===== src/rtl/gnn_pkg.sv =====
package gnn_pkg;

    localparam int node_id_w  = 7;
    localparam int max_degree = 8;
    localparam int degree_w   = 4;
    localparam int beat_ids   = 2;
    localparam int lane_w     = 8;
    localparam int num_lanes  = 2;
    localparam int sum_w      = 16;
    localparam int apb_addr_w = 12;
    localparam int apb_data_w = 32;

    localparam int num_nodes  = 1 << node_id_w;
    localparam int nbr_beats  = max_degree / beat_ids;   // id beats per node
    localparam int beat_w     = $clog2(nbr_beats);
    localparam int nbr_idx_w  = $clog2(max_degree);
    localparam int tbl_data_w = num_lanes * lane_w;

    // apb map, region on paddr[11:10]
    // table regions are word indexed: nbr paddr[8:0] = {node, beat}, fv paddr[6:0] = node
    // nbr data: [13:0] two ids (low id first), [19:16] degree on beat 0 only
    // fv data: [15:0] = {lane1, lane0}
    // task at offset 0: [6:0] target
    // status at offset 0 (busy bit 0, last target [14:8]), result at offset 4
    localparam int          region_w        = 2;
    localparam logic [1:0]  region_nbr      = 2'd0;
    localparam logic [1:0]  region_fv       = 2'd1;
    localparam logic [1:0]  region_task     = 2'd2;
    localparam logic [1:0]  region_stat     = 2'd3;
    localparam int          nbr_deg_lsb     = 16;
    localparam int          stat_target_lsb = 8;
    localparam int          result_sel_bit  = 2;

    typedef struct packed {
        logic                 valid;
        logic [node_id_w-1:0] target;
    } task_t;

    typedef struct packed {
        logic                 req;
        logic [node_id_w-1:0] node;
    } nbr_req_t;

    typedef struct packed {
        logic                                sos;
        logic                                eos;
        logic [beat_ids-1:0][node_id_w-1:0]  ids;
        logic [degree_w-1:0]                 degree;
    } nbr_resp_t;

    typedef struct packed {
        logic                 req;
        logic [node_id_w-1:0] node;
    } fv_req_t;

    typedef struct packed {
        logic                             valid;
        logic [num_lanes-1:0][lane_w-1:0] lanes;
    } fv_resp_t;

    typedef struct packed {
        logic                             sos;
        logic                             eos;
        logic [num_lanes-1:0][lane_w-1:0] lanes;
        logic                             done_aggr;   // final beat of a task
    } bank_beat_t;

    typedef struct packed {
        logic                  nbr_en;
        logic                  fv_en;
        logic [node_id_w-1:0]  node;
        logic [beat_w-1:0]     beat;
        logic [tbl_data_w-1:0] data;
        logic [degree_w-1:0]   degree;
    } tbl_wr_t;

    typedef struct packed {
        logic                            valid;
        logic [num_lanes-1:0][sum_w-1:0] sums;
    } agg_result_t;

    typedef enum logic [2:0] {
        idle,
        req_nbr,
        stream_nbr,
        req_fv,
        wait_fv,
        complete
    } pe_state_t;

endpackage


===== src/rtl/feature_sram.sv =====
`timescale 1ns/1ps

module feature_sram (
    input  logic              clk,
    input  logic              reset,
    input  gnn_pkg::tbl_wr_t  wr,
    input  gnn_pkg::fv_req_t  req,
    output gnn_pkg::fv_resp_t resp
);
    import gnn_pkg::*;

    logic [num_lanes-1:0][lane_w-1:0] fv_mem [num_nodes];

    always_ff @(posedge clk) begin
        if (wr.fv_en)
            fv_mem[wr.node] <= wr.data;
    end

    always_ff @(posedge clk) begin
        if (reset)
            resp.valid <= 1'b0;
        else
            resp.valid <= req.req;
    end

    // read data lines up with valid
    always_ff @(posedge clk) begin
        resp.lanes <= fv_mem[req.node];
    end

endmodule


===== config.mk =====
export PLATFORM = sky130hd
export DESIGN_NAME = feature_sram
export DESIGN_NICKNAME = d
export VERILOG_FILES = /design/src/rtl/gnn_pkg.sv /design/src/rtl/feature_sram.sv
export SDC_FILE = /design/constraint.sdc
export NUM_CORES = 2
export LEC_CHECK = 0
export BUFFER_PORTS_ARGS = -buffer_cell sky130_fd_sc_hd__buf_4
export CAP_MARGIN = 20
export CORE_UTILIZATION = 54
export CTS_BUF_LIST = sky130_fd_sc_hd__clkbuf_8 sky130_fd_sc_hd__clkbuf_16
export DETAILED_ROUTE_END_ITERATION = 8
export PLACE_DENSITY = 0.67
export SYNTH_ARGS = -nofsm -noshare
export SYNTH_HDL_FRONTEND = slang
export SYNTH_SLANG_ARGS = --single-unit

===== constraint.sdc =====
create_clock -name clk -period 3.75 [get_ports clk]
set_input_delay 0.75 -clock clk [delete_from_list [all_inputs] [get_ports clk]]
set_output_delay 0.75 -clock clk [all_outputs]
set_load 0.02 [all_outputs]

==> out/results.txt <==
By instance count, the leading cell after synthesis is edfxtp_1. Counting tap cells, the placed design contains a total of 5144 instances. The via count of the first global-routing pass is 36000, and the setup fix buffers added after clock tree synthesis is 0. After the first detailed-routing iteration, the DRC count stood at 4431. The commonest cells after synthesis are edfxtp_1 (2048), mux4_2 (672), nor2_1 (122), clkbuf_1 (86), buf_2 (53). The synthesized netlist occupies a cell area of 0.0785 mm². The critical path is of the in -> reg type. The layout has 9254 filler cells. TritonCTS built the clock tree. Detailed placement ended at an HPWL of 106000 µm. For the number of synthesis warnings, the log shows 0. Setup repair after global routing left no endpoint under its margin. The maximum clock rate is 357 MHz. Summed over all layers, the routed wires come to 183000 µm.

The cell with the biggest individual delay on the critical path is mux4_2. The class of the most critical hold timing path is in -> reg. The cell count after synthesis is 3088, and the final max-slew violation count is 0. The horizontal die dimension works out to 383 µm.

Walking the worst path, the cells encountered are buf_8 -> buf_12 -> buf_12 -> mux4_2 -> mux4_2 -> mux4_2 -> mux2_2. Entering global routing, the biggest net connects 115 pins. The portion of synthesized cell area occupied by the leading cell type came out at 0.783.

In this run the critical register-to-register path is captured at resp[6]. At the worst endpoint, the arrival time is 3520 ps. For this run, design rule violations remaining after detail routing come to 10.

Counting every net in the synthesized netlist gives 3129. The worst stage delay on the critical path is 560 ps. Final sum of negative setup slack: 0 ps. In the routed layout, each cell is associated on average with a via count of 6.43. Overall power after layout: 47700 µW.

After the flow finishes, the layout carries non-filler instances totaling 5522. Yosys attributes the largest share of cell area to edfxtp_1 (78%), mux4_2 (19%), nor2_1 (0.58%). For the final hold slack, the log shows 67.6 ps. In this run the clock root is driven by a clkbuf_16. Across the run, the number of max-cap violations was 0. The worst register-to-register path begins at fv_mem[31][6].

The clock net in this run drives a total of 2065 sinks. For the number of distinct library cell variants in the gate-level netlist after synthesis, the log shows 16. For the pin with the worst max-slew slack, the measured transition is 1210 ps. In this run, synthesis inferred 2048 flip-flops with an integrated enable. The number of hold violations in the final report was 0. The final reports fail on design-rule violations.

The run gives 19 as the number of antenna violations at the first check in global routing. The deepest clock path buffer count is 3. Hold path endpoint: resp[16]. The cell type with the highest aggregate area in the netlist is edfxtp_1.

Number of instances resized during post-cts repair: 0. The most numerous cell type found on the critical path is mux4_2. Clock skew on the completed layout was measured at 52.5 ps.

The H-tree was split into 4 levels. The first global-routing pass estimated 260000 µm of wire. The post-synthesis sequential element count works out to 2065. The worst register-to-register path has a setup slack of 1260 ps. STA classifies the critical path startpoint as an input port. The vertical extent of the die was 383 µm; the global-route usage over all layers was 0.254. The number of buffers and inverters on the critical path is 3.

The ratio of total power to cell area is 531 mW/mm². In this run the standard cell core region covers 0.144 mm². The die covers 0.147 mm². Registers take 0.0618 mm². Input and output buffers added on the ports amount to 50. The number of cells on the worst hold path works out to 2. The tools report the startpoint of the worst hold path as reset. The share of flip-flops with an asynchronous set or reset after synthesis came out at 0. The tools report the I/O pin count as 58. The sequential share of the synthesized area came out at 0.787.

After clock tree synthesis, the clock-pin slew on the worst setup and hold paths is 60 ps. The tools report the number of clock buffers inserted by TritonCTS as 198. The share of cells above drive strength 1 was 0.359; the headroom to the max-slew limit was 0.193. IR analysis of the VDD net gives a maximum drop of 0.483 mV. The total vias in the final route was 35500. In the synthesized netlist the dominant register cell turns out to be edfxtp_1. The portion of the clock cycle consumed by the worst path in the final layout came out at 0.747. The run finished, with violations left.

The area growth from synthesis to final layout was 14.5%; the net total in the final layout was 3487. Buffers inserted to repair hold after CTS numbered 0. Clock latency on the worst-skew pair, taken at its later pin, is 840 ps. The routed design could run at a clock period as short as 2800 ps. The worst-case reg-to-reg path depth was 4; the wire length per cell after detailed routing was 33.2 µm. The largest delay contributor family on the critical path is multiplexers. The endpoint kind of the worst setup timing path was a flop. Row generation in the floorplan step produced 139 rows. For this design the static power due to leakage is 0.0283 µW. The total overflow left after global routing is 0. The run gives 4470 ps as the required time at the worst-slack endpoint.

The final setup violation count came out at 0. The run gives 0.804 as the final weighted congestion in routability-driven placement. The detail route stage leaves a number of antenna-violating nets equal to 0.

The average cell area after synthesis works out to 25.4 µm². The tools report the starting utilization of the core area as 0.545. The first detailed-routing pass took 8 iterations. In this run the worst path has a maximum fanout of 25. The multi-input combinational cell area was 0.0161 mm².
## per-stage QoR
stage / setup slack (ps) / cell area (µm²) / utilization
after floorplan: 508 / 78500 / -
after global placement: 121 / 83300 / 0.579
after detailed placement: 86.7 / 83300 / 0.579
after CTS: 982 / 89800 / 0.624
after global routing: 929 / 89900 / 0.624
final: 949 / 89900 / 0.624
## routing by layer
layer	share of wire	GRT usage	vias up
li1	-	-	14200
met1	0.39	0.367	19300
met2	0.49	0.399	1708
met3	0.097	0.0589	262
met4	0.020	0.0606	14
met5	0.00044	0	-
## sequential cells by signal, indices dropped and copies added (netlist names)
name    cells
fv_mem   2048
resp       17
## where the power goes
| part | internal, µW | switching (µW) | total (µW) |
|---|---|---|---|
| combinational | 1070 | 1390 | 2460 |
| sequential | 25500 | 84.5 | 25600 |
| clock | 11100 | 8550 | 19700 |
| total | 37700 | 10000 | 47700 |
## area by class of cell
cell class | count | share of cell area
clock buffers | 199 | 0.0554
diodes | 5 | 0.000139
repair buffers | 322 | 0.0351
flip-flops and latches | 2065 | 0.688
clock inverters | 169 | 0.0166
multi-input cells | 859 | 0.179
well taps | 1903 | 0.0265
## worst max-delay path by stage
stage                       from       to  slack, ps  cells past startpoint
after floorplan           req[0]  resp[0]        510                      6
after global placement    req[0]  resp[9]        120                      7
after detailed placement  req[0]  resp[9]         90                      7
after CTS                 req[0]  resp[9]        980                      7
after global routing      req[0]  resp[9]        930                      7
final                     req[0]  resp[9]        950                      7
## cell families after synthesis
kind of cell | after synthesis | synth area share
and+or+nand+nor | 171 | 0.00895
buffers and inverters | 164 | 0.00878
muxes | 688 | 0.195
DFF | 2065 | 0.787
## placed cells by master (no fill, tap or decap), types with 4 or more instances in the layout
cell type	count
inv_1	38
bufinv_16	21
nor2b_1	8
nor2_1	122
mux2_2	16
clkinvlp_4	5
inv_16	5
buf_12	52
nand2_1	14
dfxtp_1	17
clkinv_16	4
mux4_2	672
clkbuf_16	199
edfxtp_1	2048
clkinv_2	39
nand3_1	12
nor3_2	9
diode_2	5
buf_4	263
clkinv_1	51
No activity file was read; power rests on OpenSTA's default activity.
