<file path="config.mk">
export PLATFORM = sky130hd
export DESIGN_NAME = edge_pe
export DESIGN_NICKNAME = d
export VERILOG_FILES = /design/src/rtl/gnn_pkg.sv /design/src/rtl/edge_pe.sv
export SDC_FILE = /design/constraint.sdc
export NUM_CORES = 1
export LEC_CHECK = 0
export BUFFER_PORTS_ARGS = -buffer_cell sky130_fd_sc_hd__buf_2
export CAP_MARGIN = 30
export CORE_ASPECT_RATIO = 0.6
export CORE_MARGIN = 4
export CORE_UTILIZATION = 59
export CTS_CLUSTER_SIZE = 24
export DETAILED_ROUTE_END_ITERATION = 8
export PLACE_DENSITY = 0.93
export SLEW_MARGIN = 20
export SYNTH_ARGS = -nofsm -noshare
export SYNTH_HDL_FRONTEND = slang
export SYNTH_SLANG_ARGS = --single-unit
</file>
<file path="constraint.sdc">
create_clock -name clk -period 4.18 [get_ports clk]
set_clock_uncertainty 0.2 [all_clocks]
set_input_delay 0.418 -clock clk [delete_from_list [all_inputs] [get_ports clk]]
set_output_delay 0.418 -clock clk [all_outputs]
set_load 0.01 [all_outputs]
</file>
<file path="src/rtl/gnn_pkg.sv">
package gnn_pkg;

    localparam int node_id_w  = 7;
    localparam int max_degree = 8;
    localparam int degree_w   = 4;
    localparam int beat_ids   = 2;
    localparam int lane_w     = 8;
    localparam int num_lanes  = 2;
    localparam int sum_w      = 16;
    localparam int apb_addr_w = 12;
    localparam int apb_data_w = 32;

    localparam int num_nodes  = 1 << node_id_w;
    localparam int nbr_beats  = max_degree / beat_ids;   // id beats per node
    localparam int beat_w     = $clog2(nbr_beats);
    localparam int nbr_idx_w  = $clog2(max_degree);
    localparam int tbl_data_w = num_lanes * lane_w;

    // apb map, region on paddr[11:10]
    // table regions are word indexed: nbr paddr[8:0] = {node, beat}, fv paddr[6:0] = node
    // nbr data: [13:0] two ids (low id first), [19:16] degree on beat 0 only
    // fv data: [15:0] = {lane1, lane0}
    // task at offset 0: [6:0] target
    // status at offset 0 (busy bit 0, last target [14:8]), result at offset 4
    localparam int          region_w        = 2;
    localparam logic [1:0]  region_nbr      = 2'd0;
    localparam logic [1:0]  region_fv       = 2'd1;
    localparam logic [1:0]  region_task     = 2'd2;
    localparam logic [1:0]  region_stat     = 2'd3;
    localparam int          nbr_deg_lsb     = 16;
    localparam int          stat_target_lsb = 8;
    localparam int          result_sel_bit  = 2;

    typedef struct packed {
        logic                 valid;
        logic [node_id_w-1:0] target;
    } task_t;

    typedef struct packed {
        logic                 req;
        logic [node_id_w-1:0] node;
    } nbr_req_t;

    typedef struct packed {
        logic                                sos;
        logic                                eos;
        logic [beat_ids-1:0][node_id_w-1:0]  ids;
        logic [degree_w-1:0]                 degree;
    } nbr_resp_t;

    typedef struct packed {
        logic                 req;
        logic [node_id_w-1:0] node;
    } fv_req_t;

    typedef struct packed {
        logic                             valid;
        logic [num_lanes-1:0][lane_w-1:0] lanes;
    } fv_resp_t;

    typedef struct packed {
        logic                             sos;
        logic                             eos;
        logic [num_lanes-1:0][lane_w-1:0] lanes;
        logic                             done_aggr;   // final beat of a task
    } bank_beat_t;

    typedef struct packed {
        logic                  nbr_en;
        logic                  fv_en;
        logic [node_id_w-1:0]  node;
        logic [beat_w-1:0]     beat;
        logic [tbl_data_w-1:0] data;
        logic [degree_w-1:0]   degree;
    } tbl_wr_t;

    typedef struct packed {
        logic                            valid;
        logic [num_lanes-1:0][sum_w-1:0] sums;
    } agg_result_t;

    typedef enum logic [2:0] {
        idle,
        req_nbr,
        stream_nbr,
        req_fv,
        wait_fv,
        complete
    } pe_state_t;

endpackage

</file>
<file path="src/rtl/edge_pe.sv">
`timescale 1ns/1ps

module edge_pe (
    input  logic                clk,
    input  logic                reset,
    input  gnn_pkg::task_t      task_in,
    input  gnn_pkg::nbr_resp_t  nbr_resp,
    input  gnn_pkg::fv_resp_t   fv_resp,
    output gnn_pkg::nbr_req_t   nbr_req,
    output gnn_pkg::fv_req_t    fv_req,
    output gnn_pkg::bank_beat_t bank_out
);
    import gnn_pkg::*;

    pe_state_t            state;
    pe_state_t            nx_state;
    logic [node_id_w-1:0] target_q;
    logic [node_id_w-1:0] nbr_ids [max_degree];
    logic [nbr_idx_w-1:0] fill;       // next free slot in nbr_ids
    logic [degree_w-1:0]  degree_q;
    logic [degree_w-1:0]  last_idx;
    logic [degree_w-1:0]  req_ptr;    // feature requests issued
    logic [degree_w-1:0]  rsp_cnt;    // feature beats forwarded

    assign last_idx = degree_q - 1'b1;

    assign nbr_req.req  = (state == req_nbr);   // one cycle, first beat lands next
    assign nbr_req.node = target_q;
    assign fv_req.req   = (state == req_fv);
    assign fv_req.node  = nbr_ids[req_ptr[nbr_idx_w-1:0]];

    always_comb begin
        nx_state = state;
        case (state)
            idle: begin
                if (task_in.valid)
                    nx_state = req_nbr;
            end
            req_nbr:
                nx_state = stream_nbr;
            stream_nbr: begin
                if (nbr_resp.eos)
                    nx_state = req_fv;
            end
            req_fv: begin
                if (req_ptr == last_idx)
                    nx_state = wait_fv;
            end
            wait_fv: begin
                if (fv_resp.valid && (rsp_cnt == last_idx))
                    nx_state = complete;
            end
            complete:
                nx_state = idle;
            default:
                nx_state = idle;
        endcase
    end

    always_ff @(posedge clk) begin
        if (reset) begin
            state    <= idle;
            fill     <= '0;
            degree_q <= '0;
            req_ptr  <= '0;
            rsp_cnt  <= '0;
            bank_out <= '0;
        end else begin
            state    <= nx_state;
            bank_out <= '0;
            case (state)
                idle: begin
                    fill    <= '0;
                    req_ptr <= '0;
                    rsp_cnt <= '0;
                end
                stream_nbr: begin
                    fill <= fill + nbr_idx_w'(beat_ids);
                    if (nbr_resp.sos)
                        degree_q <= nbr_resp.degree;
                end
                req_fv:
                    req_ptr <= req_ptr + 1'b1;
                complete:
                    bank_out.done_aggr <= 1'b1;   // marker beat, no data
                default: ;
            endcase
            // responses come back to back, so the bank sees a gapless stream
            if (fv_resp.valid) begin
                bank_out.sos   <= (rsp_cnt == '0);
                bank_out.eos   <= (rsp_cnt == last_idx);
                bank_out.lanes <= fv_resp.lanes;
                rsp_cnt        <= rsp_cnt + 1'b1;
            end
        end
    end

    always_ff @(posedge clk) begin
        if ((state == idle) && task_in.valid)
            target_q <= task_in.target;
        // odd degree leaves a stale id in the top slot, never requested
        if (state == stream_nbr) begin
            for (int i = 0; i < beat_ids; i++)
                nbr_ids[fill + i] <= nbr_resp.ids[i];
        end
    end

endmodule

</file>
==> results.toml <==
[hold_path]
hp-start = "task_in[5]"
min_path_type = "primary input to register"

[timing]
period_share_pct = 68.6
relSlewSlack_pct = 47.7
setup_violations = 0
rsz0062_at_grt = "false"
period_minus_slack_ns = 2.87
tns_ns = 0
fmax_mhz = 349
worstMarginPinSlew_ns = 0.783
hold_viol_final = 0
drv_slew = 0

[yosys]
synthFlopType = "edfxtp_1"
synthCells = 304
synth-seq-cells = 102
netlist_area_um2 = 4390
seq_area_frac_synth_pct = 60.9
synth.distinct_cells = 38
synth_warnings = 0
yosys.area.top_type_share_pct = 43.1
async_flop_share_pct = 0
synth_area_leaders = "edfxtp_1, dfxtp_1, mux2_2, mux4_1, ha_1"
synth-edff-count = 63
avgSynthCellArea_um2 = 14.4
synth_top_area_cell = "edfxtp_1"
syn-num-nets = 360

[cts]
cts.sinks = 102
cts_root_buffer = "clkbuf_16"
cts-buffers-inserted = 9
cts_setup_buffers = 0
clk_path_buf_depth = 2
clk_pin_slew_worst_paths_ns = 0.06
htree_levels = 3
clock_latency_ns = 0.33
tritoncts = "built"
postCtsHoldBufs = 0
cts_resized = 0

[critical_path]
worstPathArrival_ns = 2.25
r2r_start = "state[0]"
critical_path_class = "register to output pin"
start_kind = "register"
crit_path_end_kind = "output pin"
crit_fanout = 14
required_ns = 3.56

[global_route]
grt_pass1_wl_um = 12900
grt_overflow = 0
grt_max_degree = 23
first_global_vias = 2572
antenna_found_initial = 0
grt_usage_pct = 19.0

[routing]
ant_nets = 0
drc_errors = 0
via_per_inst = 5.41
dr.pass1.iters = 5
finalWirelength_um = 8130
drt-wirelength-per-cell_um = 17.0
num_vias = 2589
initialDrtViolationCount = 208

[final_layout]
final_area_um2 = 5050
num_antenna_cells = 0
nets = 426
finish.utilization_pct = 69.8
mostFrequentLayoutCells = "buf_2, edfxtp_1, dfxtp_1"
final_common_cell = "buf_2"
drive_above_1_share_pct = 35.2
fin_cells = 479
syn_to_final_growth_pct = 15.2

[placement]
gp_congestion = 0.798
place_inst = 463
port_buffers = 81
placed_area_um2 = 4790
hpwl_um = 5680

[pwr]
ir_worst_vdd_uv = 237
power.share.sequential_pct = 55.9
p_leak_nw = 1.94
p_int_mw = 1.57
p_sw_mw = 0.425
powerDensity_nw_per_um2 = 396
clock_power_share_pct = 36.5
power_frac_comb_pct = 7.6
switching_share_pct = 21.3
p_total_mw = 2.00

[floorplanning]
core-area_um2 = 7240
die_area_um2 = 8920
die_y_um = 74.8
fp-row-count = 24
top_level_ports = 82
die_x_um = 119
initial_core_util_pct = 60.6

[run]
maxCapViolCount = 0

[status]
status = "finished clean"
## cell usage after synthesis (2+ instances only)
library cell	count
xnor2_1	6
ha_1	9
o21ai_0	4
inv_1	6
mux2i_1	4
dfxtp_1	39
or2_2	2
nor3b_1	2
a21oi_1	8
nor3_1	5
nand4_1	2
and2_1	17
edfxtp_1	63
or3_1	2
and3_1	10
buf_2	6
xor2_1	5
mux4_1	14
mux2_2	36
buf_1	2
nor2_1	17
nand3_1	6
nor2b_1	5
nand2_1	5
clkbuf_1	16
## kinds of logic (layout without fill, tap and decap cells)
| logic type | count (synthesis) | count (layout) | synth area share (%) |
|---|---|---|---|
| flops | 102 | 102 | 60.9 |
| simple gates | 76 | 76 | 9.50 |
| mux | 54 | 54 | 18.5 |
| buf+inv | 32 | 103 | 3.45 |
| compound gates | 20 | 20 | 2.80 |
| xor+xnor | 11 | 11 | 2.20 |
| fa+ha+maj | 9 | 9 | 2.57 |
## power by group through the flow
stage	Sequential [mW]	Clock, mW	Combinational, mW
finish	1.12	0.729	0.153
global route	1.12	0.791	0.169
CTS	1.12	0.748	0.154
detailed placement	1.14	0	0.153
global placement	1.14	0	0.147
floorplan	1.14	0	0.0973
## sequential cells by signal, indices dropped and copies added (netlist names), named ones only
signal and count:
req_ptr 4, rsp_cnt 4, target_q 7, degree_q 4
nbr_ids 56, state 3, fill 2, bank_out 19
## stage by stage
stage | setup slack (ns) | hold WS (ns)
2_1_floorplan | 2.20 | 0.264
3_3_place_gp | 1.73 | 0.277
3_5_place_dp | 1.66 | 0.306
4_1_cts | 1.30 | 0.0422
5_1_grt | 1.19 | 0.0423
6_report | 1.31 | 0.0577
## area by class of cell
class | instances | area (um^2)
Sequential cell | 102 | 2670
Fill cell | 493 | 2180
Multi-Input combinational cell | 170 | 1560
Timing Repair Buffer | 81 | 405
Clock buffer | 12 | 236
Tap cell | 104 | 130
Clock inverter | 4 | 25.0
Inverter | 6 | 22.5
## path summary, 6_finish.rpt
kind                        end  slack, ns  cells after the start
setup / recovery      fv_req[5]       1.31                      3
hold / removal      target_q[5]       0.06                      1
setup reg to reg  nbr_ids[3][2]       1.62                      3
hold reg to reg      req_ptr[3]       0.31                      2
## critical path, cell delays in order, from the launching register on
cell and delay (ns):
dfxtp_1 0.83, mux4_1 0.64, mux2_2 0.29, buf_2 0.15
## layer usage
layer  up-vias  part of all wire, %  track usage (%)
li1       1250                    -                -
met1      1226                   45             25.2
met2       108                   44             29.8
met3         5                   10             8.03
met4         0                 0.44             4.31
met5         -                    0                0
(Power assumes the default switching activity.)
