`config.mk`:
```
export PLATFORM = sky130hd
export DESIGN_NAME = aggr_bank
export DESIGN_NICKNAME = d
export VERILOG_FILES = /design/src/rtl/gnn_pkg.sv /design/src/rtl/aggr_bank.sv
export SDC_FILE = /design/constraint.sdc
export NUM_CORES = 1
export LEC_CHECK = 0
export BUFFER_PORTS_ARGS = -buffer_cell sky130_fd_sc_hd__buf_2
export CORE_ASPECT_RATIO = 1.75
export CORE_MARGIN = 5
export CORE_UTILIZATION = 50
export CTS_CLUSTER_SIZE = 28
export DETAILED_ROUTE_END_ITERATION = 8
export PLACE_DENSITY_LB_ADDON = 0.15
export REMOVE_ABC_BUFFERS = 1
export SLEW_MARGIN = 15
export SYNTH_ARGS = -nofsm -noshare
export SYNTH_HDL_FRONTEND = slang
export SYNTH_SLANG_ARGS = --single-unit
```
`constraint.sdc`:
```
create_clock -name clk -period 3.4 [get_ports clk]
set_input_delay 0.68 -clock clk [delete_from_list [all_inputs] [get_ports clk]]
set_output_delay 0.68 -clock clk [all_outputs]
set_load 0.005 [all_outputs]
```
`src/rtl/gnn_pkg.sv`:
```
package gnn_pkg;

    localparam int node_id_w  = 7;
    localparam int max_degree = 8;
    localparam int degree_w   = 4;
    localparam int beat_ids   = 2;
    localparam int lane_w     = 8;
    localparam int num_lanes  = 2;
    localparam int sum_w      = 16;
    localparam int apb_addr_w = 12;
    localparam int apb_data_w = 32;

    localparam int num_nodes  = 1 << node_id_w;
    localparam int nbr_beats  = max_degree / beat_ids;   // id beats per node
    localparam int beat_w     = $clog2(nbr_beats);
    localparam int nbr_idx_w  = $clog2(max_degree);
    localparam int tbl_data_w = num_lanes * lane_w;

    // apb map, region on paddr[11:10]
    // table regions are word indexed: nbr paddr[8:0] = {node, beat}, fv paddr[6:0] = node
    // nbr data: [13:0] two ids (low id first), [19:16] degree on beat 0 only
    // fv data: [15:0] = {lane1, lane0}
    // task at offset 0: [6:0] target
    // status at offset 0 (busy bit 0, last target [14:8]), result at offset 4
    localparam int          region_w        = 2;
    localparam logic [1:0]  region_nbr      = 2'd0;
    localparam logic [1:0]  region_fv       = 2'd1;
    localparam logic [1:0]  region_task     = 2'd2;
    localparam logic [1:0]  region_stat     = 2'd3;
    localparam int          nbr_deg_lsb     = 16;
    localparam int          stat_target_lsb = 8;
    localparam int          result_sel_bit  = 2;

    typedef struct packed {
        logic                 valid;
        logic [node_id_w-1:0] target;
    } task_t;

    typedef struct packed {
        logic                 req;
        logic [node_id_w-1:0] node;
    } nbr_req_t;

    typedef struct packed {
        logic                                sos;
        logic                                eos;
        logic [beat_ids-1:0][node_id_w-1:0]  ids;
        logic [degree_w-1:0]                 degree;
    } nbr_resp_t;

    typedef struct packed {
        logic                 req;
        logic [node_id_w-1:0] node;
    } fv_req_t;

    typedef struct packed {
        logic                             valid;
        logic [num_lanes-1:0][lane_w-1:0] lanes;
    } fv_resp_t;

    typedef struct packed {
        logic                             sos;
        logic                             eos;
        logic [num_lanes-1:0][lane_w-1:0] lanes;
        logic                             done_aggr;   // final beat of a task
    } bank_beat_t;

    typedef struct packed {
        logic                  nbr_en;
        logic                  fv_en;
        logic [node_id_w-1:0]  node;
        logic [beat_w-1:0]     beat;
        logic [tbl_data_w-1:0] data;
        logic [degree_w-1:0]   degree;
    } tbl_wr_t;

    typedef struct packed {
        logic                            valid;
        logic [num_lanes-1:0][sum_w-1:0] sums;
    } agg_result_t;

    typedef enum logic [2:0] {
        idle,
        req_nbr,
        stream_nbr,
        req_fv,
        wait_fv,
        complete
    } pe_state_t;

endpackage

```
`src/rtl/aggr_bank.sv`:
```
`timescale 1ns/1ps

module aggr_bank (
    input  logic                 clk,
    input  logic                 reset,
    input  gnn_pkg::bank_beat_t  beat_in,
    output gnn_pkg::agg_result_t agg
);
    import gnn_pkg::*;

    logic                            in_stream;   // between sos and eos
    logic [num_lanes-1:0][sum_w-1:0] sum_q;

    always_ff @(posedge clk) begin
        if (reset) begin
            in_stream <= 1'b0;
            agg.valid <= 1'b0;
        end else begin
            agg.valid <= beat_in.done_aggr;
            if (beat_in.sos)
                in_stream <= !beat_in.eos;
            else if (beat_in.eos)
                in_stream <= 1'b0;
        end
    end

    always_ff @(posedge clk) begin
        for (int l = 0; l < num_lanes; l++) begin
            if (beat_in.sos)
                sum_q[l] <= sum_w'(beat_in.lanes[l]);   // restart
            else if (in_stream)
                sum_q[l] <= sum_q[l] + sum_w'(beat_in.lanes[l]);
        end
        if (beat_in.done_aggr)
            agg.sums <= sum_q;
    end

endmodule

```
==> run summary, run 1 <==
The run finished with clean final reports. Of the total synthesized cell area, the portion taken by AND, OR, NAND and NOR gates is 18.40%. After layout, the worst setup slack is 1072 ps. Ranked by total cell area, the synthesized netlist is headed by sky130_fd_sc_hd__edfxtp_1 40%, sky130_fd_sc_hd__dfxtp_1 10%, sky130_fd_sc_hd__ha_1 5.5%. For this run, the slowest stage of the critical path takes 430 ps.

The die span in x was 74.31 um; the clock network fraction of total power was 46.2%. Kind of capture point of the worst setup path: a register. The worst path buffer plus inverter count came out at 1. Of all flip-flops after synthesis, the portion carrying an async set or reset was 0%. The final routed wire length divided by cell count works out to 17.74 um. In this run the tightest slew margin relative to its limit is 47.05%. The clock drives 66 sinks. The signal on the critical path passes through buf_2 > ha_1 > fa_1 > a211o_1 > a2111oi_4 > nor2_2 > o311ai_1.

The clock network latency to the later pin of the worst-skew pair came out at 340 ps. Multiplexer cells account for 4.011% of the synthesized area. The worst setup slack before clock tree synthesis is 718.2 ps, and the reported max-cap violation count is 0.

The number of buffers added by the clock tree synthesis step is 9, and the total count of hold-check failures in the final report is 0. The endpoint arrival time on the critical path was 2580 ps; the worst path required time was 3650 ps. Hold repair after CTS inserted 0 buffers.

The longest clock path from root to sink contains 2 buffers. The die outline area was 9105 um^2; the core outline area was 7131 um^2. The Yosys step of the flow raised 0 warnings. The number of levels the H-tree was split into is 3. Main combinational cell family by area after synthesis: simple AND/OR/NAND/NOR gates. The share of the synthesized area in the top cell type is 39.83%. The worst setup path is launched from an input pin. Of the total synthesized cell area, the portion taken by XOR and XNOR cells is 1.936%. For the number of max-slew violations in the final report, the log shows 0. The floorplan has 41 rows. Setup violations remaining at the end of the flow were counted as 0.

After Yosys synthesis, full adders, half adders and majority gates account for 6.639% of the synthesized area. The post-route total power was 2.790 mW. The tree is rooted in a sky130_fd_sc_hd__clkbuf_16.

Number of antenna violations at the first check in global routing: 0. In this run the cell area of the synthesized design comes to 3618 um^2. In this run the mean area of a mapped cell was 11.00 um^2.

The critical setup path kind was input pin to register. The logs give 34 for the pin count of the biggest net entering global routing and 54 for the top-level I/O count. Most instantiated flip-flop cell in the synthesis netlist: sky130_fd_sc_hd__edfxtp_1. The share of power burned in combinational logic came out at 16.9%.

TritonCTS built the clock tree. The logs give 2857 for the number of global-route vias before repair and 453 for the cell total after placement. Of the total power, the share spent switching nets is 24.83%.

The fraction of power consumed by sequential logic was 36.9%. For the final routed database, the setup TNS stands at 0 ps. Global routing consumed, on the met2 layer, 36.28% of the routing resources.

After synthesis, the netlist uses 53 different library cells. In the final layout, the share of cells above drive strength 1 is 22.19%. The number of detailed-route iterations in the first pass is 4. The sequential share of the synthesized area was 49.79%.

In the routed layout, each cell is associated on average with a via count of 6.075. Wires add up to 8320 um. The largest driver fanout on the critical path was 4; the met3 usage was 4.016%.

The vias after detailed routing came out at 2849. The number of antenna diodes in the final layout is 0. For the HPWL reported at the end of detailed placement, the log shows 5628 um. At the pin with the least slew margin, the transition time is 794.2 ps. Setup repair after global routing left no endpoint under its margin. In this run the most used layer during global routing was met2. Buffers placed on the I/O ports in this run total 53. The die is 122.5 um tall. The area added between synthesis and finish is 20.23%.

Post-CTS timing repair inserted 0 buffers for setup. Broken down by cell family, the worst path's largest delay share belongs to compound AO/OA/AOI/OAI gates. At the end of the flow, the number of nets in the layout was 417.

Global-route total usage across every layer: 19.98%. Once detail routing completed, the nets flagged for antenna violations numbered 0. Cell leakage power: 1.744 nW.

The run gives 469 as the count of non-filler cells in the finished layout. For the final-layout worst hold slack, the log shows 458.2 ps. The cell taking the most area after synthesis was sky130_fd_sc_hd__edfxtp_1. In this run the worst hold path is classified as register to register.

The maximum operating frequency was 429.6 MHz. The largest individual stage delay along the critical path comes from the cell sky130_fd_sc_hd__fa_1. In this run the power spent charging and discharging nets is 0.6928 mW.

For this run the aggregate overflow at the end of global routing stands at 0. Between clock sinks in the finished design, the worst skew comes to 6.156 ps. The global-route track usage on met1 came out at 21.00%.

The tools report the routability congestion estimate as 0.8860. The power density of the placed cells was 641.4 nW/um^2; the minimum clock period after layout was 2328 ps. Once the floorplan was initialized, standard cells occupied 50.75% of the core.

The run gives 0 as the number of design rule violations left after detail routing. The cell count after synthesis came out at 329. The post-route fraction of the period consumed by the critical path was 68.47%. The number of enable-type register cells in the synthesized netlist works out to 48. The number of gates resized after CTS was 0. The maximum VDD drop was 0.3874 mV; the clock transition at the registers of the reported paths was 60 ps. The total internal power was 2.098 mW; the synthesized-area fraction occupied by ao, oa, aoi and oai cells was 16.46%. The first global-routing pass estimated 13590 um of wire. The number of DRC markers in iteration 0 is 170, and the number of synthesized register bits is 66.
## cell families after synthesis
| family | after synthesis |
|---|---|
| adder cells (fa/ha/maj) | 18 |
| multiplexers | 13 |
| AO/OA/AOI/OAI | 83 |
| XOR/XNOR | 8 |
| AND/OR/NAND/NOR | 116 |
| buffers and inverters | 25 |
| flip-flops | 66 |
## state kept, by name, summed over array words and instances, names as in the netlist
| register | cells |
|---|---|
| agg | 33 |
| sum_q | 32 |
| in_stream | 1 |
## cell type report
| class | instances | area, um^2 |
|---|---|---|
| clock buffers | 9 | 225.2 |
| repair buffers | 55 | 280.3 |
| flip-flops and latches | 66 | 1802 |
| clock inverters | 7 | 188.9 |
| well taps | 86 | 107.6 |
| multi-input cells | 238 | 1717 |
| inverters | 8 | 30.03 |
| fillers | 606 | 2780 |
## worst register-to-register path, delay by kind of cell, from the launching register on
| family | cells | cell delay (ps) |
|---|---|---|
| AOI/OAI and AO/OA | 3 | 1010 |
| adders and majority gates | 2 | 680 |
| and+or+nand+nor | 1 | 110 |
| DFF | 1 | 400 |
## layer usage
metal,routed length [um],vias to the layer above,share of wire [%]
met5,0,-,0
met3,320,15,3.8
li1,-,1389,-
met4,178,0,2.1
met2,4620,58,56
met1,3200,1387,38
## through the flow
stage / instance area [um^2] / utilization [%]
2_1_floorplan: 3548 / -
3_3_place_gp: 3936 / 55.20
3_5_place_dp: 3936 / 55.20
4_1_cts: 4350 / 61.01
5_1_grt: 4350 / 61.01
6_report: 4350 / 61.01
## cells in the mapped netlist, types with 5 or more instances
cell type and number:
sky130_fd_sc_hd__ha_1 16, sky130_fd_sc_hd__and3_1 5, sky130_fd_sc_hd__inv_1 6, sky130_fd_sc_hd__o21ai_1 7
sky130_fd_sc_hd__edfxtp_1 48, sky130_fd_sc_hd__a21oi_1 15, sky130_fd_sc_hd__o21ai_0 14, sky130_fd_sc_hd__buf_2 5
sky130_fd_sc_hd__and4_1 6, sky130_fd_sc_hd__clkbuf_1 11, sky130_fd_sc_hd__nand2_1 13, sky130_fd_sc_hd__nand3_1 19
sky130_fd_sc_hd__nor3b_1 8, sky130_fd_sc_hd__mux2_2 8, sky130_fd_sc_hd__nor3_1 7, sky130_fd_sc_hd__nand4_1 9
sky130_fd_sc_hd__nor2_1 16, sky130_fd_sc_hd__nor2b_1 10, sky130_fd_sc_hd__a21o_1 5, sky130_fd_sc_hd__dfxtp_1 18
sky130_fd_sc_hd__a311oi_1 6, sky130_fd_sc_hd__o2111ai_1 6, sky130_fd_sc_hd__o211ai_1 8
## final timing paths
kind,from,to,slack [ps],cells past startpoint
max reg2reg,sum_q[16]$_DFFE_PP_,sum_q[28]$_SDFFE_PP0P_,1110,6
min reg2reg,sum_q[21]$_DFFE_PP_,agg[21]$_DFFE_PP_,460,0
min,sum_q[21]$_DFFE_PP_,agg[21]$_DFFE_PP_,460,0
max,beat_in[9],sum_q[28]$_SDFFE_PP0P_,1070,7
## power groups by stage
stage | sequential [mW] | combinational (mW) | clock, mW
final | 1.03 | 0.473 | 1.29
after global routing | 1.04 | 0.525 | 1.35
after CTS | 1.03 | 0.473 | 1.31
after detailed placement | 1.04 | 0.465 | 0
after global placement | 1.04 | 0.456 | 0
after floorplan | 1.03 | 0.313 | 0
## cells in the final DEF, fill, tap and decap left out, types with 3 or more instances in the layout
cell type                   synthesis  layout
sky130_fd_sc_hd__nor2b_1           10      10
sky130_fd_sc_hd__ha_1              16      16
sky130_fd_sc_hd__o211a_1            4       4
sky130_fd_sc_hd__o211ai_1           8       8
sky130_fd_sc_hd__a311oi_1           6       6
sky130_fd_sc_hd__o311ai_1           4       4
sky130_fd_sc_hd__nor4b_1            3       3
sky130_fd_sc_hd__o21ai_1            7       7
sky130_fd_sc_hd__nand2_1           13      13
sky130_fd_sc_hd__nor3b_1            8       8
sky130_fd_sc_hd__o21ai_0           14      14
sky130_fd_sc_hd__and2_1             4       4
sky130_fd_sc_hd__clkbuf_16          0       9
sky130_fd_sc_hd__a21oi_1           15      15
sky130_fd_sc_hd__and4_1             6       6
sky130_fd_sc_hd__xor2_1             4       4
sky130_fd_sc_hd__edfxtp_1          48      48
sky130_fd_sc_hd__nor2_1            16      16
sky130_fd_sc_hd__xnor2_1            4       4
sky130_fd_sc_hd__inv_1              6       6
sky130_fd_sc_hd__nand3_1           19      19
sky130_fd_sc_hd__dfxtp_1           18      18
sky130_fd_sc_hd__a21o_1             5       5
sky130_fd_sc_hd__and3_1             5       5
sky130_fd_sc_hd__mux2_2             8       8
sky130_fd_sc_hd__o2111ai_1          6       6
sky130_fd_sc_hd__nand4_1            9       9
sky130_fd_sc_hd__mux2_1             4       4
sky130_fd_sc_hd__nor3_1             7       7
sky130_fd_sc_hd__nand2b_1           3       3
sky130_fd_sc_hd__buf_2              5      53
sky130_fd_sc_hd__bufinv_16          0       6
Note: power is estimated with default switching activity, not from simulation.
==> run 2, diff against run 1 <==
clock period = 2 ns   (was 3.4 ns; I/O delays follow)
==> run 2 against run 1 <==
  * The run now ends with setup timing left
  * Routed wire length is 3.7% higher
  * Utilization rose by 3.0 points
  * Die area unchanged
  * Register-to-register slack worse by 1200 ps
  * Combinational power grew 130%
  * Clock-buffer cell count is 7 higher
  * Sequential share of layout area fell by 2.0 points
  * First-iteration DRC count is 19% higher
  * Worst setup slack worse by 1200 ps
  * Clock skew barely moved
  * Non-clock buffer count grew 34
  * Clock power up 9%
  * Critical path type is now register to register
  * Largest cell class is now multi-input gates
  * Highest routed layer unchanged
==> run summary, run 2 (synthesis results as in run 1) <==
The flow ran to the end, but the final reports show violations. The checks that failed: setup timing. The library cell used most frequently in the layout, excluding fill and tap cells, is sky130_fd_sc_hd__buf_2. The number of inserted diodes is 0 (unchanged), and the clock transition at the registers of the reported paths is 50 ps (about the same). The number of cells on the worst reg-to-reg path was 6 (unchanged); the final layout net count was 451 (+8.2%). The vias after detailed routing came out at 3023 (+6.1%).

The worst register-to-register path begins at sum_q[16]$_DFFE_PP_. The number of buffers added by the clock tree synthesis step came out at 9 (unchanged). The number of detailed-route iterations in the first pass is 4 (unchanged). The critical path in this run is classified as register to register.

The logs give 2320 ps (-260 ps) for the endpoint arrival time on the critical path and 0 (unchanged) for the number of antenna violations at the first check in global routing. The initial standard-cell utilization of the core was 50.75% (unchanged); the area added between synthesis and finish was 26.18%. The worst setup path is launched from a register. The maximum VDD drop is 0.5146 mV (+33%), and the maximum operating frequency is 478.8 MHz.

The register-to-register path setup slack was -90 ps (-1200 ps). The minimum clock period after layout works out to 2089 ps. The largest registers in the layout are agg x33, sum_q x32, in_stream x1.

TritonCTS built the clock tree. For the top-level I/O count, the log shows 54 (unchanged). The cell total after placement was 484 (+6.8%); the final routed wire length divided by cell count was 17.15 um (-3.3%). For the cell area reported after detailed placement, the log shows 4182 um^2 (+6.2%).

Setup repair after global routing could not meet its margin everywhere. The tools report the row count as 41 (unchanged). Tracing the worst setup path back leads to its startpoint at sum_q[16]$_DFFE_PP_.

The run gives 20.10% (+0.12 points) as the global-route total usage across every layer. The run gives 0 (unchanged) as the post-detailed-route count of antenna-violating nets. The pin count of the biggest net entering global routing is 34 (unchanged). The run gives 21.22% (+0.22 points) as the global-route track usage on met1. The master cell of the clock root buffer was sky130_fd_sc_hd__clkbuf_16. Final number of setup-violating endpoints: 5 (+5). The share of post-route cells with drive strength above 1 came out at 31.18% (+9.0 points). The number of DRC markers in iteration 0 was 202 (+19%).

The final-layout worst hold slack was 231.6 ps (-226.6 ps); the global-route congestion overflow total was 0 (unchanged). The count of non-filler cells in the finished layout was 503 (+7.2%). For the number of global-route vias before repair, the log shows 2951 (+3.3%). The logs give 13830 um (+1.7%) for the wire length of the first global-routing pass and -88.72 ps (-1161 ps) for the setup slack after layout. The die span in x works out to 74.31 um (unchanged). The logs give 1.839 nW (+5.4%) for the cell leakage power and 0 (unchanged) for the number of design rule violations left after detail routing. The most used routing layer in global routing was met2. Ranked by flip-flop count, first place goes to agg.

The logs give 0 (unchanged) for the reported max-cap violation count and 0.8804 (-0.63%) for the routability congestion estimate. The library cells used most frequently in the layout, excluding fill and tap cells, are 53 x sky130_fd_sc_hd__buf_2, 48 x sky130_fd_sc_hd__edfxtp_1, 34 x sky130_fd_sc_hd__buf_4. The multi-input logic area is 1813 um^2 (+5.6%). The tools report the worst path required time as 2230 ps (-1420 ps).

The clock network latency to the later pin of the worst-skew pair is 330 ps (about the same). Flip-flop count of the largest register, all copies and words added: 33 (unchanged). The core outline area is 7131 um^2 (unchanged), and the wire length after detailed routing is 8627 um (+3.7%). Slew at the pin with the worst max-slew slack: 519.7 ps (-274.5 ps).

The number of filler instances in the final layout is 565 (-6.8%), and the sequential cell area is 1802 um^2 (unchanged). The global-route met2 utilization is 36.61% (+0.33 points). The setup skew after layout was 5.792 ps (-0.3645 ps); the die outline area was 9105 um^2 (unchanged). Largest driver fanout on the critical path: 4 (unchanged). The path class of the tightest hold or removal check is input pin to register. The number of sinks on the clock net is 66 (unchanged). Of the available clock period, the critical path in the final layout requires 104.4%. The tools report the relative slew slack as 65.35% (+18 points). The tools report the area of all placed cells without fillers as 4566 um^2 (+4.9%).

The tools report the HPWL reported at the end of detailed placement as 6095 um (+8.3%). The vertical die dimension is 122.5 um (unchanged), and the hold buffer count at cts is 0 (unchanged). Number of I/O port buffers: 53 (unchanged). The power density of the placed cells is 915.9 nW/um^2 (+43%), and the number of levels the H-tree was split into is 3 (unchanged). STA classifies the critical path endpoint as a register.

The met3 usage is 4.754% (+0.74 points). In this run the worst setup path terminates at sum_q[28]$_SDFFE_PP0P_. The maximum clock path buffer count was 2 (unchanged).

The number of max-slew violations in the final report is 0 (unchanged). The total count of hold-check failures in the final report is 0 (unchanged). The ratio of routed vias to standard cells is 6.010 (-1.1%), and the post-route total power is 4.182 mW (+50%). In this run the critical register-to-register path is captured at sum_q[28]$_SDFFE_PP0P_.
run 2: area by class of cell:
class                   count  share of cell area, %
multi-input cells         238                  39.71
clock buffers              16                  5.728
repair buffers             89                  12.09
well taps                  86                  2.357
flip-flops and latches     66                  39.46
inverters                   8                 0.6577
run 2: critical path: stages (launching register included):
cell and delay, ps:
sky130_fd_sc_hd__edfxtp_1 380, sky130_fd_sc_hd__ha_2 220, sky130_fd_sc_hd__fa_2 350, sky130_fd_sc_hd__a211o_4 360
sky130_fd_sc_hd__a2111oi_4 320, sky130_fd_sc_hd__nor2_2 90, sky130_fd_sc_hd__o311ai_1 260
run 2: worst min path at each step:
| stage | startpoint | slack (ps) | cells after the start | to |
|---|---|---|---|---|
| after floorplan | sum_q[15]$_SDFFE_PP0P_ | 420 | 0 | agg[15]$_DFFE_PP_ |
| after global placement | sum_q[15]$_SDFFE_PP0P_ | 430 | 0 | agg[15]$_DFFE_PP_ |
| after detailed placement | sum_q[15]$_SDFFE_PP0P_ | 440 | 0 | agg[15]$_DFFE_PP_ |
| after CTS | beat_in[17] | 230 | 2 | in_stream$_SDFFE_PP0P_ |
| after global routing | beat_in[17] | 230 | 2 | in_stream$_SDFFE_PP0P_ |
| final | beat_in[17] | 230 | 2 | in_stream$_SDFFE_PP0P_ |
run 2: per-layer routing:
layer	vias to the layer above	part of all wire (%)
li1	1454	-
met1	1463	38
met2	85	55
met3	21	4.3
met4	0	3.2
met5	-	0
run 2: metrics by stage:
step / setup slack (ps) / TNS (ps) / util [%]
floorplan: -129.5 / -517.8 / -
global placement: -287.7 / -1971 / 58.64
detailed placement: -354.7 / -2493 / 58.64
CTS: -138.7 / -416.2 / 62.47
global route: -210.0 / -1053 / 64.03
finish: -88.72 / -285.9 / 64.03
run 2: repair_timing:
action	4_1_cts	5_1_grt
setup endpoints to repair	9	19
pin swaps	9	15
gates resized for setup	4	21
setup buffers	0	3
run 2: power breakdown:
| group | total (mW) | switching [mW] | internal [mW] |
|---|---|---|---|
| registers | 1.71 | 0.0729 | 1.64 |
| logic | 1.07 | 0.575 | 0.495 |
| clock network | 1.40 | 0.522 | 0.875 |
| total | 4.18 | 1.17 | 3.01 |
